## config.mk

```make
export PLATFORM = sky130hd
export DESIGN_NAME = qdq_matrix_top
export DESIGN_NICKNAME = d
export VERILOG_FILES = /design/src/verilog/qdq_pkg.sv /design/src/verilog/row_if.sv /design/src/verilog/qdq_sequencer.sv /design/src/verilog/row_quantizer.sv /design/src/verilog/row_dequantizer.sv /design/src/verilog/matrix_row_buffer.sv /design/src/verilog/qdq_matrix_top.sv
export SDC_FILE = /design/constraint.sdc
export NUM_CORES = 2
export LEC_CHECK = 0
export ABC_AREA = 1
export ABC_CLOCK_PERIOD_IN_PS = 10290
export CAP_MARGIN = 10
export CORE_AREA = 3 3 493 495
export DETAILED_ROUTE_END_ITERATION = 16
export DIE_AREA = 0 0 496 498
export DONT_BUFFER_PORTS = 1
export GPL_TIMING_DRIVEN = 0
export SLEW_MARGIN = 20
export SYNTH_ARGS = -nofsm -noshare
export SYNTH_HDL_FRONTEND = slang
export SYNTH_HIERARCHICAL = 1
export SYNTH_SLANG_ARGS = --single-unit
```

## constraint.sdc

```tcl
create_clock -name clk -period 10.29 [get_ports clk]
set_input_delay 0.5145 -clock clk [delete_from_list [all_inputs] [get_ports clk]]
set_output_delay 0.5145 -clock clk [all_outputs]
set_load 0.01 [all_outputs]
```

## src/verilog/qdq_pkg.sv

```systemverilog
package qdq_pkg;

  // ----------------------------------------------
  // Lane and FP32 field layout
  // ----------------------------------------------

  // Width of one matrix element on every row bus
  localparam int LANE_W = 32;

  localparam int FP_MANT_W   = 23;
  localparam int FP_EXP_W    = 8;
  localparam int FP_EXP_BIAS = 127;

  // IEEE 754 single precision fields, MSB first
  typedef struct packed {
    logic                 sign;
    logic [FP_EXP_W-1:0]  exp;
    logic [FP_MANT_W-1:0] mant;
  } fp32_fields_t;

  // One lane seen either as raw bits or as FP32 fields
  typedef union packed {
    logic [LANE_W-1:0] raw;
    fp32_fields_t      f;
  } fp32_word_t;

endpackage

```

## src/verilog/row_if.sv

```systemverilog
`timescale 1ns/1ps

// One matrix row per transfer, valid/ready handshake
interface row_if
  import qdq_pkg::*;
#(
  parameter int MATRIX_DIM = 4
) ();

  logic                         valid;
  logic                         ready;
  logic [MATRIX_DIM*LANE_W-1:0] data;
  // Marks row MATRIX_DIM-1 of a matrix
  logic                         last;

  modport src (
    output valid, data, last,
    input  ready
  );

  modport dst (
    input  valid, data, last,
    output ready
  );

endinterface

```

## src/verilog/qdq_sequencer.sv

```systemverilog
`timescale 1ns/1ps

module qdq_sequencer
  import qdq_pkg::*;
#(
  parameter int MATRIX_DIM = 4
) (
  input  logic                         clk,
  input  logic                         rstnn,
  // Instruction queue
  input  logic                         inst_rready_i,
  output logic                         inst_rrequest_o,
  output logic                         op_finish_o,
  // Load ports
  input  logic                         a_load_valid_i,
  input  logic [MATRIX_DIM*LANE_W-1:0] a_load_data_i,
  output logic                         a_load_ready_o,
  input  logic                         acc_load_valid_i,
  input  logic [MATRIX_DIM*LANE_W-1:0] acc_load_data_i,
  output logic                         acc_load_ready_o,
  // Rows towards the converters
  row_if.src                           q_row,
  row_if.src                           dq_row,
  // Buffer status
  input  logic                         qa_full_i,
  input  logic                         qa_drain_done_i,
  input  logic                         out_full_i,
  input  logic                         out_drain_done_i
);

  localparam logic [1:0] S_IDLE  = 2'd0;
  localparam logic [1:0] S_LOAD  = 2'd1;
  localparam logic [1:0] S_EXEC  = 2'd2;
  localparam logic [1:0] S_STORE = 2'd3;

  localparam int CNT_W = $clog2(MATRIX_DIM + 1);

  logic [1:0]       q_state;
  logic [1:0]       dq_state;
  logic [CNT_W-1:0] a_cnt;
  logic [CNT_W-1:0] acc_cnt;
  logic             start;
  logic             a_open;
  logic             acc_open;
  logic             q_done;
  logic             dq_done;

  // Both pipes step through the same sequence
  function automatic logic [1:0] next_state(input logic [1:0] cur, input logic go,
                                            input logic full, input logic done);
    logic [1:0] nxt;
    nxt = cur;
    case (cur)
      S_IDLE:  if (go) nxt = S_LOAD;
      S_LOAD:  nxt = S_EXEC;
      S_EXEC:  if (full) nxt = S_STORE;
      default: if (done) nxt = S_IDLE;
    endcase
    return nxt;
  endfunction

  // ----------------------------------------------
  // Pipe FSMs
  // ----------------------------------------------
  assign start = (q_state == S_IDLE) && (dq_state == S_IDLE) && inst_rready_i;

  always_ff @(posedge clk or negedge rstnn) begin
    if (!rstnn) begin
      q_state  <= S_IDLE;
      dq_state <= S_IDLE;
    end else begin
      q_state  <= next_state(q_state, start, qa_full_i, qa_drain_done_i);
      dq_state <= next_state(dq_state, start, out_full_i, out_drain_done_i);
    end
  end

  // ----------------------------------------------
  // Load row counting
  // ----------------------------------------------
  assign a_open   = (q_state == S_EXEC) && (a_cnt < CNT_W'(MATRIX_DIM));
  assign acc_open = (dq_state == S_EXEC) && (acc_cnt < CNT_W'(MATRIX_DIM));

  assign a_load_ready_o   = a_open && q_row.ready;
  assign acc_load_ready_o = acc_open && dq_row.ready;

  always_ff @(posedge clk or negedge rstnn) begin
    if (!rstnn) begin
      a_cnt   <= '0;
      acc_cnt <= '0;
    end else begin
      if (q_state == S_LOAD) a_cnt <= '0;
      else if (a_load_valid_i && a_load_ready_o) a_cnt <= a_cnt + 1'b1;
      if (dq_state == S_LOAD) acc_cnt <= '0;
      else if (acc_load_valid_i && acc_load_ready_o) acc_cnt <= acc_cnt + 1'b1;
    end
  end

  // Forward load rows, last taken from the count
  assign q_row.valid  = a_open && a_load_valid_i;
  assign q_row.data   = a_load_data_i;
  assign q_row.last   = (a_cnt == CNT_W'(MATRIX_DIM - 1));
  assign dq_row.valid = acc_open && acc_load_valid_i;
  assign dq_row.data  = acc_load_data_i;
  assign dq_row.last  = (acc_cnt == CNT_W'(MATRIX_DIM - 1));

  // ----------------------------------------------
  // Instruction pop and finish
  // ----------------------------------------------
  assign q_done  = (q_state == S_STORE) && qa_drain_done_i;
  assign dq_done = (dq_state == S_STORE) && out_drain_done_i;

  // Pop once, when the later of the two pipes leaves store
  assign inst_rrequest_o = (q_done && (dq_done || dq_state == S_IDLE)) ||
                           (dq_done && q_state == S_IDLE);
  assign op_finish_o     = (q_state == S_IDLE) && (dq_state == S_IDLE);

  // Drain done only counts while the pipe waits in store
  a_qa_drain_in_store: assert property (@(posedge clk) disable iff (!rstnn)
    qa_drain_done_i |-> q_state == S_STORE);

  a_out_drain_in_store: assert property (@(posedge clk) disable iff (!rstnn)
    out_drain_done_i |-> dq_state == S_STORE);

endmodule

```

## src/verilog/row_quantizer.sv

```systemverilog
`timescale 1ns/1ps

module row_quantizer
  import qdq_pkg::*;
#(
  parameter int MATRIX_DIM  = 4,
  parameter int QUANT_SHIFT = 4
) (
  input  logic clk,
  input  logic rstnn,
  row_if.dst   in_row,
  row_if.src   out_row
);

  localparam int ROW_W = MATRIX_DIM * LANE_W;
  localparam int Q_W   = 8;

  logic [ROW_W-1:0] conv;
  logic [ROW_W-1:0] out_data;
  logic             out_last;
  logic             out_valid;

  // FP32 times 2^QUANT_SHIFT, truncated, saturated to +-127
  function automatic logic [LANE_W-1:0] quant_lane(input logic [LANE_W-1:0] bits);
    fp32_word_t       w;
    int               e;
    logic [FP_MANT_W:0] sig;
    logic [Q_W-1:0]   mag;
    logic [Q_W-1:0]   q;
    w.raw = bits;
    e     = int'(w.f.exp) - FP_EXP_BIAS + QUANT_SHIFT;
    sig   = {1'b1, w.f.mant};
    if (w.f.exp == '0) mag = '0;
    // Inf and NaN saturate by sign
    else if (w.f.exp == '1) mag = Q_W'(127);
    else if (e < 0) mag = '0;
    else if (e >= Q_W - 1) mag = Q_W'(127);
    else mag = Q_W'(sig >> (FP_MANT_W - e));
    q = w.f.sign ? (~mag + 1'b1) : mag;
    return {{(LANE_W - Q_W){q[Q_W-1]}}, q};
  endfunction

  always_comb begin
    for (int l = 0; l < MATRIX_DIM; l++) begin
      conv[l*LANE_W +: LANE_W] = quant_lane(in_row.data[l*LANE_W +: LANE_W]);
    end
  end

  // Single output register, refilled as it is taken
  assign in_row.ready = !out_valid || out_row.ready;

  always_ff @(posedge clk or negedge rstnn) begin
    if (!rstnn) begin
      out_valid <= 1'b0;
    end else if (in_row.valid && in_row.ready) begin
      out_valid <= 1'b1;
    end else if (out_row.ready) begin
      out_valid <= 1'b0;
    end
  end

  always_ff @(posedge clk) begin
    if (in_row.valid && in_row.ready) begin
      out_data <= conv;
      out_last <= in_row.last;
    end
  end

  assign out_row.valid = out_valid;
  assign out_row.data  = out_data;
  assign out_row.last  = out_last;

  // Sender holds a refused row
  a_in_stable: assert property (@(posedge clk) disable iff (!rstnn)
    in_row.valid && !in_row.ready |=>
      in_row.valid && $stable(in_row.data) && $stable(in_row.last));

endmodule

```

## src/verilog/row_dequantizer.sv

```systemverilog
`timescale 1ns/1ps

module row_dequantizer
  import qdq_pkg::*;
#(
  parameter int MATRIX_DIM    = 4,
  parameter int DEQUANT_SHIFT = 8
) (
  input  logic clk,
  input  logic rstnn,
  row_if.dst   in_row,
  row_if.src   out_row
);

  localparam int ROW_W = MATRIX_DIM * LANE_W;

  logic [ROW_W-1:0] conv;
  logic [ROW_W-1:0] out_data;
  logic             out_last;
  logic             out_valid;

  // Signed int32 times 2^-DEQUANT_SHIFT as FP32, mantissa truncated
  function automatic logic [LANE_W-1:0] dequant_lane(input logic [LANE_W-1:0] acc);
    fp32_word_t        w;
    logic [LANE_W-1:0] mag;
    logic [LANE_W-1:0] norm;
    int                msb;
    int                bexp;
    w.raw = '0;
    mag   = acc[LANE_W-1] ? (~acc + 1'b1) : acc;
    msb   = 0;
    for (int i = 0; i < LANE_W; i++) begin
      if (mag[i]) msb = i;
    end
    // Leading one moves to the top bit, dropped as the hidden bit
    norm = mag << (LANE_W - 1 - msb);
    bexp = msb - DEQUANT_SHIFT + FP_EXP_BIAS;
    if (mag != '0) begin
      w.f.sign = acc[LANE_W-1];
      if (bexp > 0) begin
        w.f.exp  = FP_EXP_W'(bexp);
        w.f.mant = norm[LANE_W-2 -: FP_MANT_W];
      end
    end
    return w.raw;
  endfunction

  always_comb begin
    for (int l = 0; l < MATRIX_DIM; l++) begin
      conv[l*LANE_W +: LANE_W] = dequant_lane(in_row.data[l*LANE_W +: LANE_W]);
    end
  end

  assign in_row.ready = !out_valid || out_row.ready;

  always_ff @(posedge clk or negedge rstnn) begin
    if (!rstnn) begin
      out_valid <= 1'b0;
    end else if (in_row.valid && in_row.ready) begin
      out_valid <= 1'b1;
    end else if (out_row.ready) begin
      out_valid <= 1'b0;
    end
  end

  always_ff @(posedge clk) begin
    if (in_row.valid && in_row.ready) begin
      out_data <= conv;
      out_last <= in_row.last;
    end
  end

  assign out_row.valid = out_valid;
  assign out_row.data  = out_data;
  assign out_row.last  = out_last;

  // Sender holds a refused row
  a_in_stable: assert property (@(posedge clk) disable iff (!rstnn)
    in_row.valid && !in_row.ready |=>
      in_row.valid && $stable(in_row.data) && $stable(in_row.last));

endmodule

```

## src/verilog/matrix_row_buffer.sv

```systemverilog
`timescale 1ns/1ps

module matrix_row_buffer
  import qdq_pkg::*;
#(
  parameter int MATRIX_DIM = 4
) (
  input  logic                         clk,
  input  logic                         rstnn,
  row_if.dst                           wr_row,
  // Store port
  output logic                         store_valid_o,
  output logic [MATRIX_DIM*LANE_W-1:0] store_data_o,
  input  logic                         store_ready_i,
  // Status towards the sequencer
  output logic                         full_o,
  output logic                         drain_done_o
);

  localparam int ROW_W = MATRIX_DIM * LANE_W;
  localparam int IDX_W = (MATRIX_DIM > 1) ? $clog2(MATRIX_DIM) : 1;

  logic [ROW_W-1:0] mem [MATRIX_DIM];
  logic [IDX_W-1:0] wr_idx;
  logic [IDX_W-1:0] rd_idx;
  logic             full;
  logic             drain_done;
  logic             wr_fire;
  logic             rd_fire;

  assign wr_row.ready = !full;
  assign wr_fire      = wr_row.valid && !full;
  assign rd_fire      = full && store_ready_i;

  // ----------------------------------------------
  // Fill side
  // ----------------------------------------------
  always_ff @(posedge clk) begin
    if (wr_fire) begin
      mem[wr_idx] <= wr_row.data;
    end
  end

  always_ff @(posedge clk or negedge rstnn) begin
    if (!rstnn) begin
      wr_idx <= '0;
    end else if (wr_fire) begin
      // Next matrix starts again at row 0
      wr_idx <= wr_row.last ? '0 : wr_idx + 1'b1;
    end
  end

  // ----------------------------------------------
  // Drain side
  // ----------------------------------------------
  always_ff @(posedge clk or negedge rstnn) begin
    if (!rstnn) begin
      full       <= 1'b0;
      rd_idx     <= '0;
      drain_done <= 1'b0;
    end else begin
      drain_done <= 1'b0;
      if (wr_fire && wr_row.last) begin
        full <= 1'b1;
      end
      if (rd_fire) begin
        if (rd_idx == IDX_W'(MATRIX_DIM - 1)) begin
          full       <= 1'b0;
          rd_idx     <= '0;
          drain_done <= 1'b1;
        end else begin
          rd_idx <= rd_idx + 1'b1;
        end
      end
    end
  end

  assign store_valid_o = full;
  assign store_data_o  = mem[rd_idx];
  assign full_o        = full;
  assign drain_done_o  = drain_done;

  // Upstream stops before the buffer fills, so nothing waits on a full buffer
  a_no_write_when_full: assert property (@(posedge clk) disable iff (!rstnn)
    wr_row.valid |-> !full_o);

endmodule

```

## src/verilog/qdq_matrix_top.sv

```systemverilog
`timescale 1ns/1ps

module qdq_matrix_top
  import qdq_pkg::*;
#(
  parameter int MATRIX_DIM    = 4,
  parameter int QUANT_SHIFT   = 4,
  parameter int DEQUANT_SHIFT = 8
) (
  input  logic                         clk,
  input  logic                         rstnn,
  // Instruction
  input  logic                         inst_rready_i,
  output logic                         inst_rrequest_o,
  output logic                         op_finish_o,
  // FP32 matrix A rows
  input  logic                         a_load_valid_i,
  input  logic [MATRIX_DIM*LANE_W-1:0] a_load_data_i,
  output logic                         a_load_ready_o,
  // int32 accumulator rows
  input  logic                         acc_load_valid_i,
  input  logic [MATRIX_DIM*LANE_W-1:0] acc_load_data_i,
  output logic                         acc_load_ready_o,
  // Quantized A rows
  output logic                         qa_store_valid_o,
  output logic [MATRIX_DIM*LANE_W-1:0] qa_store_data_o,
  input  logic                         qa_store_ready_i,
  // Dequantized FP32 rows
  output logic                         out_store_valid_o,
  output logic [MATRIX_DIM*LANE_W-1:0] out_store_data_o,
  input  logic                         out_store_ready_i
);

  logic qa_full;
  logic qa_drain_done;
  logic out_full;
  logic out_drain_done;

  row_if #(.MATRIX_DIM(MATRIX_DIM)) q_in_row ();
  row_if #(.MATRIX_DIM(MATRIX_DIM)) q_out_row ();
  row_if #(.MATRIX_DIM(MATRIX_DIM)) dq_in_row ();
  row_if #(.MATRIX_DIM(MATRIX_DIM)) dq_out_row ();

  qdq_sequencer #(
    .MATRIX_DIM (MATRIX_DIM)
  ) u_sequencer (
    .clk              (clk),
    .rstnn            (rstnn),
    .inst_rready_i    (inst_rready_i),
    .inst_rrequest_o  (inst_rrequest_o),
    .op_finish_o      (op_finish_o),
    .a_load_valid_i   (a_load_valid_i),
    .a_load_data_i    (a_load_data_i),
    .a_load_ready_o   (a_load_ready_o),
    .acc_load_valid_i (acc_load_valid_i),
    .acc_load_data_i  (acc_load_data_i),
    .acc_load_ready_o (acc_load_ready_o),
    .q_row            (q_in_row),
    .dq_row           (dq_in_row),
    .qa_full_i        (qa_full),
    .qa_drain_done_i  (qa_drain_done),
    .out_full_i       (out_full),
    .out_drain_done_i (out_drain_done)
  );

  // ----------------------------------------------
  // Quant pipe
  // ----------------------------------------------
  row_quantizer #(
    .MATRIX_DIM  (MATRIX_DIM),
    .QUANT_SHIFT (QUANT_SHIFT)
  ) u_quantizer (
    .clk     (clk),
    .rstnn   (rstnn),
    .in_row  (q_in_row),
    .out_row (q_out_row)
  );

  matrix_row_buffer #(
    .MATRIX_DIM (MATRIX_DIM)
  ) u_qa_buf (
    .clk           (clk),
    .rstnn         (rstnn),
    .wr_row        (q_out_row),
    .store_valid_o (qa_store_valid_o),
    .store_data_o  (qa_store_data_o),
    .store_ready_i (qa_store_ready_i),
    .full_o        (qa_full),
    .drain_done_o  (qa_drain_done)
  );

  // ----------------------------------------------
  // Dequant pipe
  // ----------------------------------------------
  row_dequantizer #(
    .MATRIX_DIM    (MATRIX_DIM),
    .DEQUANT_SHIFT (DEQUANT_SHIFT)
  ) u_dequantizer (
    .clk     (clk),
    .rstnn   (rstnn),
    .in_row  (dq_in_row),
    .out_row (dq_out_row)
  );

  matrix_row_buffer #(
    .MATRIX_DIM (MATRIX_DIM)
  ) u_out_buf (
    .clk           (clk),
    .rstnn         (rstnn),
    .wr_row        (dq_out_row),
    .store_valid_o (out_store_valid_o),
    .store_data_o  (out_store_data_o),
    .store_ready_i (out_store_ready_i),
    .full_o        (out_full),
    .drain_done_o  (out_drain_done)
  );

endmodule

```

**After elaboration in Yosys (flattened, before gate mapping)**

Memory sizes are Yosys's and may differ from the RTL's.
Index checks and enable logic that the tools add are counted.

- Register bits: 258
- RAM bits: 1024
- Bits of input ports: 263
- Output and inout port bits: 262
- Memories kept: 2

- $add $sub $neg: 38
- Order comparisons: 14
- Equality and inequality tests: 20
- Shift-type cells: 8
- Multiplexer cells: 181
- Bitwise logic cells: 8
- Reduce and logical (&&, ||, !) cells: 50

Memory list:

| name | depth | width | rd ports | clocked after Yosys merged registers in | wr ports | RTL line | RTL |
|---|---|---|---|---|---|---|---|
| u_out_buf.mem | 4 | 128 | 1 | 0 | 1 | matrix_row_buffer.sv:23 | `logic [ROW_W-1:0] mem [MATRIX_DIM];` |
| u_qa_buf.mem | 4 | 128 | 1 | 0 | 1 | matrix_row_buffer.sv:23 |  |

Operators with widths:

| operator | count |
|---|---|
| 32-bit 2-to-1 mux | 34 |
| 5-bit 2-to-1 mux | 48 |
| 8-bit 2-to-1 mux | 20 |
| 6-bit by 32-bit subtractor with 32-bit output, first input constant | 5 |
| 32-bit by 1-bit adder with 32-bit output, second input constant | 4 |
| 32-bit by 4-bit adder with 32-bit output, second input constant | 4 |
| 32-bit by 8-bit adder with 32-bit output, second input constant | 4 |
| 32-bit by 4-bit >= comparator with 1-bit output, second input constant | 4 |
| 32-bit by 1-bit > comparator with 1-bit output, second input constant | 4 |
| 32-bit by 1-bit < comparator with 1-bit output, second input constant | 4 |
| 32-bit inverter | 4 |
| 32-bit nonzero test | 4 |
| 32-bit by 32-bit << shifter with 31-bit output | 4 |
| 24-bit by 32-bit >> shifter with 8-bit output | 4 |
| 4-bit 2-to-1 mux | 24 |
| 3-bit 2-to-1 mux | 16 |
| 8-bit by 7-bit subtractor with 9-bit output, second input constant | 4 |
| 8-bit by 1-bit adder with 8-bit output, second input constant | 4 |
| 8-bit equality test, second input constant | 4 |
| 8-bit logical NOT | 4 |
| 8-bit inverter | 4 |
| 32-bit by 5-bit subtractor with 32-bit output, second input constant | 1 |
| 2-bit 2-to-1 mux | 15 |
| 1-bit logical AND | 22 |
| other kinds (19) | 74 |

**Depth between registers and ports, before layout**

- Depth in word-level cells: 38
- Depth in mapped cells: 45
- Gate-level depth less buffers: 44

**Cells and area by module**

The synthesis kept the hierarchy.

Modules (own cells, without submodules):

| module | times used | cells an instance | area an instance (sq um) | seq. area each (sq um) |
|---|---|---|---|---|
| matrix_row_buffer | 2 | 2050 | 21913.5 | 15524.9 |
| row_dequantizer | 1 | 2694 | 15828.9 | 3898.7 |
| row_quantizer | 1 | 1746 | 9317.7 | 1016.0 |
| qdq_sequencer | 1 | 356 | 2663.8 | 250.2 |

**Worst setup path after synthesis**

OpenSTA, ideal clock, no wires.

- Path kind: register -> register
- Start: register u_sequencer.dq_state[0]
- End: register u_dequantizer.out_data[0] (netlist: u_dequantizer/out_row.data[0]) (enable)
- Library setup time: 0.659 ns
- Arrival time: 7.086 ns
- Path slack: 2.545 ns
- Stages on the path, launching flop included: 6
- Path buffers: 0
- Period minus slack after synthesis: 7.745 ns
- Cells stage by stage: dfrtp_1 > inv_1 > ha_1 > and3_1 > inv_1 > a21oi_1

- Word-level cells in the longest chain between the ends: 4

RTL lines:

| element | RTL line | RTL |
|---|---|---|
| start: declaration | qdq_sequencer.sv:39 | `logic [1:0] dq_state;` |
| start signal: assignment | qdq_sequencer.sv:73 | `dq_state <= next_state(dq_state, start, out_full_i, out_drain_done_i);` |
| 2-bit equality test | qdq_sequencer.sv:81 | `assign acc_open = (dq_state == S_EXEC) && (acc_cnt < CNT_W'(MATRIX_DIM));` |
| 1-bit logical AND | qdq_sequencer.sv:81 |  |
| 1-bit logical AND | qdq_sequencer.sv:102 | `assign dq_row.valid = acc_open && acc_load_valid_i;` |
| net dq_in_row.valid | row_if.sv:10 | `logic valid;` |
| 1-bit logical AND | row_dequantizer.sv:67 | `if (in_row.valid && in_row.ready) begin` |
| end signal: assignment | row_dequantizer.sv:68 | `out_data <= conv;` |
| end: declaration | row_dequantizer.sv:18 | `logic [ROW_W-1:0] out_data;` |

The timed path passes the listed nets, and every way through them passes these cells.
A chain may end at the register's enable or synchronous reset.

**Worst setup path after layout**

- Start: input port acc_load_data_i[32]
- End: register u_dequantizer.out_data[32] (netlist: u_dequantizer/out_row.data[32]), data pin

- Word-level cells in the longest chain between the ends: 38

RTL lines:

| element | RTL line | RTL |
|---|---|---|
| start: declaration | qdq_matrix_top.sv:22 | `input logic [MATRIX_DIM*LANE_W-1:0] acc_load_data_i,` |
| 32-bit inverter | row_dequantizer.sv:30 | `mag = acc[LANE_W-1] ? (~acc + 1'b1) : acc;` |
| 32-bit by 1-bit adder with 32-bit output | row_dequantizer.sv:30 |  |
| 32-bit 2-to-1 mux (*) | row_dequantizer.sv:30 |  |
| 1-bit 2-to-1 mux | row_dequantizer.sv:33 | `if (mag[i]) msb = i;` |
| 2-bit 2-to-1 mux (2 in a row) | row_dequantizer.sv:33 |  |
| 3-bit 2-to-1 mux (4 in a row) | row_dequantizer.sv:33 |  |
| 4-bit 2-to-1 mux (8 in a row) | row_dequantizer.sv:33 |  |
| 5-bit 2-to-1 mux (16 in a row) | row_dequantizer.sv:33 |  |
| 5-bit by 4-bit subtractor with 6-bit output | row_dequantizer.sv:37 | `bexp = msb - DEQUANT_SHIFT + FP_EXP_BIAS;` |
| 32-bit by 8-bit adder with 32-bit output | row_dequantizer.sv:37 |  |
| 32-bit by 1-bit > comparator with 1-bit output | row_dequantizer.sv:40 | `if (bexp > 0) begin` |
| 2-bit AND reduction (no source line) | -- |  |

Every way passes the cells marked *; elsewhere a longest branch is shown, timed or not.

==> flow_metrics.py <==
metrics = {
    "setup_path": {
        "critPathLaunchType": "input pin",
        "crit_family": "simple AND/OR/NAND/NOR gates",
        "cp_slowest_cell": "nor2_1",
        "crit_type": "input pin to flop",
        "cp.required_ns": 10.80,
        "max_stage_delay_ns": 0.40,
        "reg2reg_slack_ns": 7.20,
        "crit_chain": "buf_4, inv_2, ha_1, nand3_1, nor2_1, nand4_1, nor4_1, nand2_1, o21ai_1, xor2_1, inv_1, nor2_1, a21boi_1, o21ai_0, nand2_1, nand2_1, a21oi_4, inv_2, clkbuf_1, nand3_1, nand3_1, nand3_1, nand2_1, nor2_1",
        "critPathBufInv": 5,
        "worst_setup_path_end_kind": "flop",
        "critical_path_arrival_ns": 4.97,
        "crit_fanout": 10,
    },
    "logic_synthesis": {
        "synthSimpleGateAreaFrac_pct": 30.4,
        "syn_area_mm2": 0.0716,
        "ys_types": 55,
        "synth-main-ff-cell": "edfxtp_1",
        "ys_ff_latch": 1210,
        "muxShareOfSynthArea_pct": 0,
        "synth_edf_count": 1186,
        "ys_warn_count": 6,
        "seq_area_frac_synth_pct": 50.6,
        "syn_avg_cell_area_um2": 8.05,
        "synthArstFlopShare_pct": 1.98,
        "synth_top_family_by_area": "simple AND/OR/NAND/NOR gates",
        "synth_compound_gate_area_share_pct": 1.67,
        "synth_xor_area_share_pct": 1.34,
        "syn_inst": 8896,
        "syn_nets": 9221,
        "synthAdderAreaFrac_pct": 1.08,
    },
    "route": {
        "drc": 0,
        "first_pass_iters": 8,
        "ant_nets": 0,
        "wl_per_cell_um": 18.4,
        "routed-via-count": 58300,
        "drt-vias-per-instance": 4.71,
        "routed_wl_um": 227000,
        "drt_iter0_drc": 5101,
    },
    "finish": {
        "final_area_mm2": 0.0817,
        "syn2layout_area_growth_pct": 14.0,
        "nets": 9435,
        "layout-drive-gt1-share_pct": 11.3,
        "fin_cells": 12400,
    },
    "clock_tree": {
        "hold_buffers": 6,
        "cts_buffer_depth": 3,
        "clk_pin_slew_worst_paths_ns": 0.06,
        "cts_tree": "done",
        "root_buffer": "clkbuf_16",
        "htree_levels": 4,
        "cts_resized": 0,
        "clock_latency_ns": 0.79,
        "cts_num_sinks": 1210,
        "cts_buffers": 134,
        "cts_setup_buffers": 0,
    },
    "pwr": {
        "power_density_mw_per_mm2": 221,
        "vdd_drop_max_mv": 0.132,
        "finalPower_uw": 18000,
        "leakagePower_uw": 0.0378,
    },
    "global_routing": {
        "gr-total-overflow": 0,
        "grt_pass1_wl_um": 339000,
        "grt_max_degree": 25,
        "track_usage_pct": 17.8,
        "grt_pass1_vias": 54700,
        "antenna_found_initial": 26,
    },
    "floorplan": {
        "std_cell_rows": 179,
        "ios": 525,
        "dieHeight_um": 498,
        "coreArea_mm2": 0.238,
        "die-area_mm2": 0.247,
        "dieWidth_um": 496,
        "start_util_pct": 30.1,
    },
    "placed_design": {
        "routabilityCongestion": 0.930,
        "placed_area_mm2": 0.0773,
        "io_buffers": 0,
        "dp.cells": 12100,
        "pre_cts_ws_ns": 5.14,
        "place_hpwl_um": 173000,
    },
    "timing": {
        "setup_violations": 0,
        "finalCriticalPeriod_ns": 4.46,
        "worst_clock_skew_ns": 0.0303,
        "timing.slew.headroom_pct": 29.6,
        "fmax_ghz": 0.224,
        "worst_pin_slew_ns": 1.05,
        "finalHoldViolations": 0,
        "fin_crit_sh_pct": 43.3,
        "final.setup.worst_slack_ns": 5.83,
        "grt_setup_unrepaired": "no",
        "slew_violations": 0,
    },
    "min_path": {
        "hold_path_class": "input pin to flop",
    },
    "run": {
        "cap_violations": 0,
    },
    "outcome": {
        "outcome": "completed",
    },
}
path summary, 6_finish.rpt:
| path | start | endpoint | cells after the start |
|---|---|---|---|
| setup / recovery | acc_load_data_i[32] | u_dequantizer/out_row.data[32] | 24 |
| setup reg to reg | u_qa_buf/full_o | u_qa_buf/mem[3][47] | 11 |
| max in group asynchronous | rstnn | u_qa_buf/drain_done_o | 2 |
| min in group asynchronous | rstnn | u_out_buf/rd_idx[1] | 2 |
| hold / removal | out_store_ready_i | u_out_buf/drain_done_o | 2 |
| hold reg to reg | u_dequantizer/out_row.data[65] | u_out_buf/mem[0][65] | 0 |
cell usage after synthesis, types with 3 or more instances:
master	number	share of area, %
a21oi_4	4	0.091
xor2_1	82	1.0
nor2_4	7	0.11
nand4_1	117	1.0
ha_1	62	1.1
dfrtp_1	24	0.84
a31oi_1	12	0.10
and3_1	6	0.052
buf_6	38	0.60
edfxtp_1	1186	50
o31ai_1	11	0.12
o211ai_1	9	0.094
o21ai_2	5	0.061
nand3b_1	16	0.17
a21boi_0	5	0.052
nor3_1	21	0.15
nor2_2	24	0.21
nor3_2	8	0.11
nand2_2	27	0.24
xnor2_1	22	0.27
clkinv_1	9	0.047
nor4_1	12	0.10
nand3_1	1699	12
nor2_1	327	1.7
inv_2	33	0.17
o21bai_1	3	0.031
o21ai_1	21	0.15
o21ai_0	67	0.47
inv_1	1501	7.9
or2_2	7	0.061
buf_1	12	0.063
nand2_1	2733	14
buf_2	167	1.2
a21oi_1	61	0.43
clkbuf_1	93	0.49
nand3_2	9	0.13
buf_4	428	4.5
inv_4	4	0.035
layout by cell type, fill, tap and decap left out, types with 11 or more instances in the layout:
| cell | instances |
|---|---|
| a21oi_1 | 59 |
| a31oi_1 | 12 |
| buf_1 | 12 |
| buf_12 | 28 |
| buf_16 | 36 |
| buf_2 | 167 |
| buf_4 | 429 |
| buf_6 | 40 |
| clkbuf_1 | 113 |
| clkbuf_16 | 134 |
| clkinv_1 | 40 |
| clkinv_2 | 16 |
| dfrtp_1 | 24 |
| edfxtp_1 | 1186 |
| ha_1 | 62 |
| inv_1 | 1501 |
| inv_2 | 33 |
| nand2_1 | 2733 |
| nand2_2 | 27 |
| nand3_1 | 1699 |
| nand3b_1 | 16 |
| nand4_1 | 117 |
| nor2_1 | 319 |
| nor2_2 | 24 |
| nor2_4 | 15 |
| nor3_1 | 21 |
| nor4_1 | 11 |
| o21ai_0 | 67 |
| o21ai_1 | 21 |
| o31ai_1 | 11 |
| xnor2_1 | 22 |
| xor2_1 | 82 |
kinds of logic (layout without fill, tap and decap cells):
| family | Yosys count | in the layout |
|---|---|---|
| AO/OA/AOI/OAI | 205 | 205 |
| XOR/XNOR | 107 | 107 |
| adder cells (fa/ha/maj) | 62 | 62 |
| buffers and inverters | 2285 | 2602 |
| AND/OR/NAND/NOR | 5027 | 5027 |
| other | 0 | 8 |
| flip-flops | 1210 | 1210 |
metrics by stage:
stage	utilization [%]	hold WS, ns	TNS [ns]
after global placement	31.7	0.225	-1823.90
after detailed placement	32.5	0.225	0
after global routing	34.3	0.142	0
final	34.3	0.172	0
after floorplan	-	0.219	0
after CTS	34.3	0.110	0
registers in the layout, summed over array words and instances (netlist names), 2 cells and up:
register,count
u_qa_buf/rd_idx,2
u_sequencer/acc_cnt,3
u_out_buf/rd_idx,2
u_dequantizer/out_row.data,128
u_qa_buf/wr_idx,2
u_out_buf/mem,512
u_out_buf/wr_idx,2
u_qa_buf/mem,512
u_sequencer/dq_state,2
u_sequencer/q_state,2
u_sequencer/a_cnt,3
u_quantizer/out_row.data,32
power by group:
part | switching, uW | total, uW | internal [uW]
logic | 5050 | 6970 | 1920
registers | 237 | 6440 | 6200
clock network | 1990 | 4620 | 2630
total | 7280 | 18000 | 10700
routing by layer:
metal | routed length [um] | vias to the layer above | GRT usage [%]
li1 | - | 28600 | -
met1 | 101000 | 27600 | 24.2
met2 | 105000 | 1814 | 28.6
met3 | 12700 | 283 | 2.44
met4 | 8690 | 8 | 6.73
met5 | 52 | - | 0
cell type report:
| type | instances | area (um^2) |
|---|---|---|
| antenna | 8 | 20.0 |
| buffer | 738 | 4870 |
| clock buffer | 155 | 3440 |
| clock inverter | 84 | 790 |
| fill | 24500 | 157000 |
| inverter | 1547 | 5820 |
| multi-input combinational | 5401 | 24800 |
| sequential | 1210 | 36200 |
| tap | 3167 | 3960 |
| timing repair buffer | 78 | 1720 |
No activity file was read; power rests on OpenSTA's default activity.
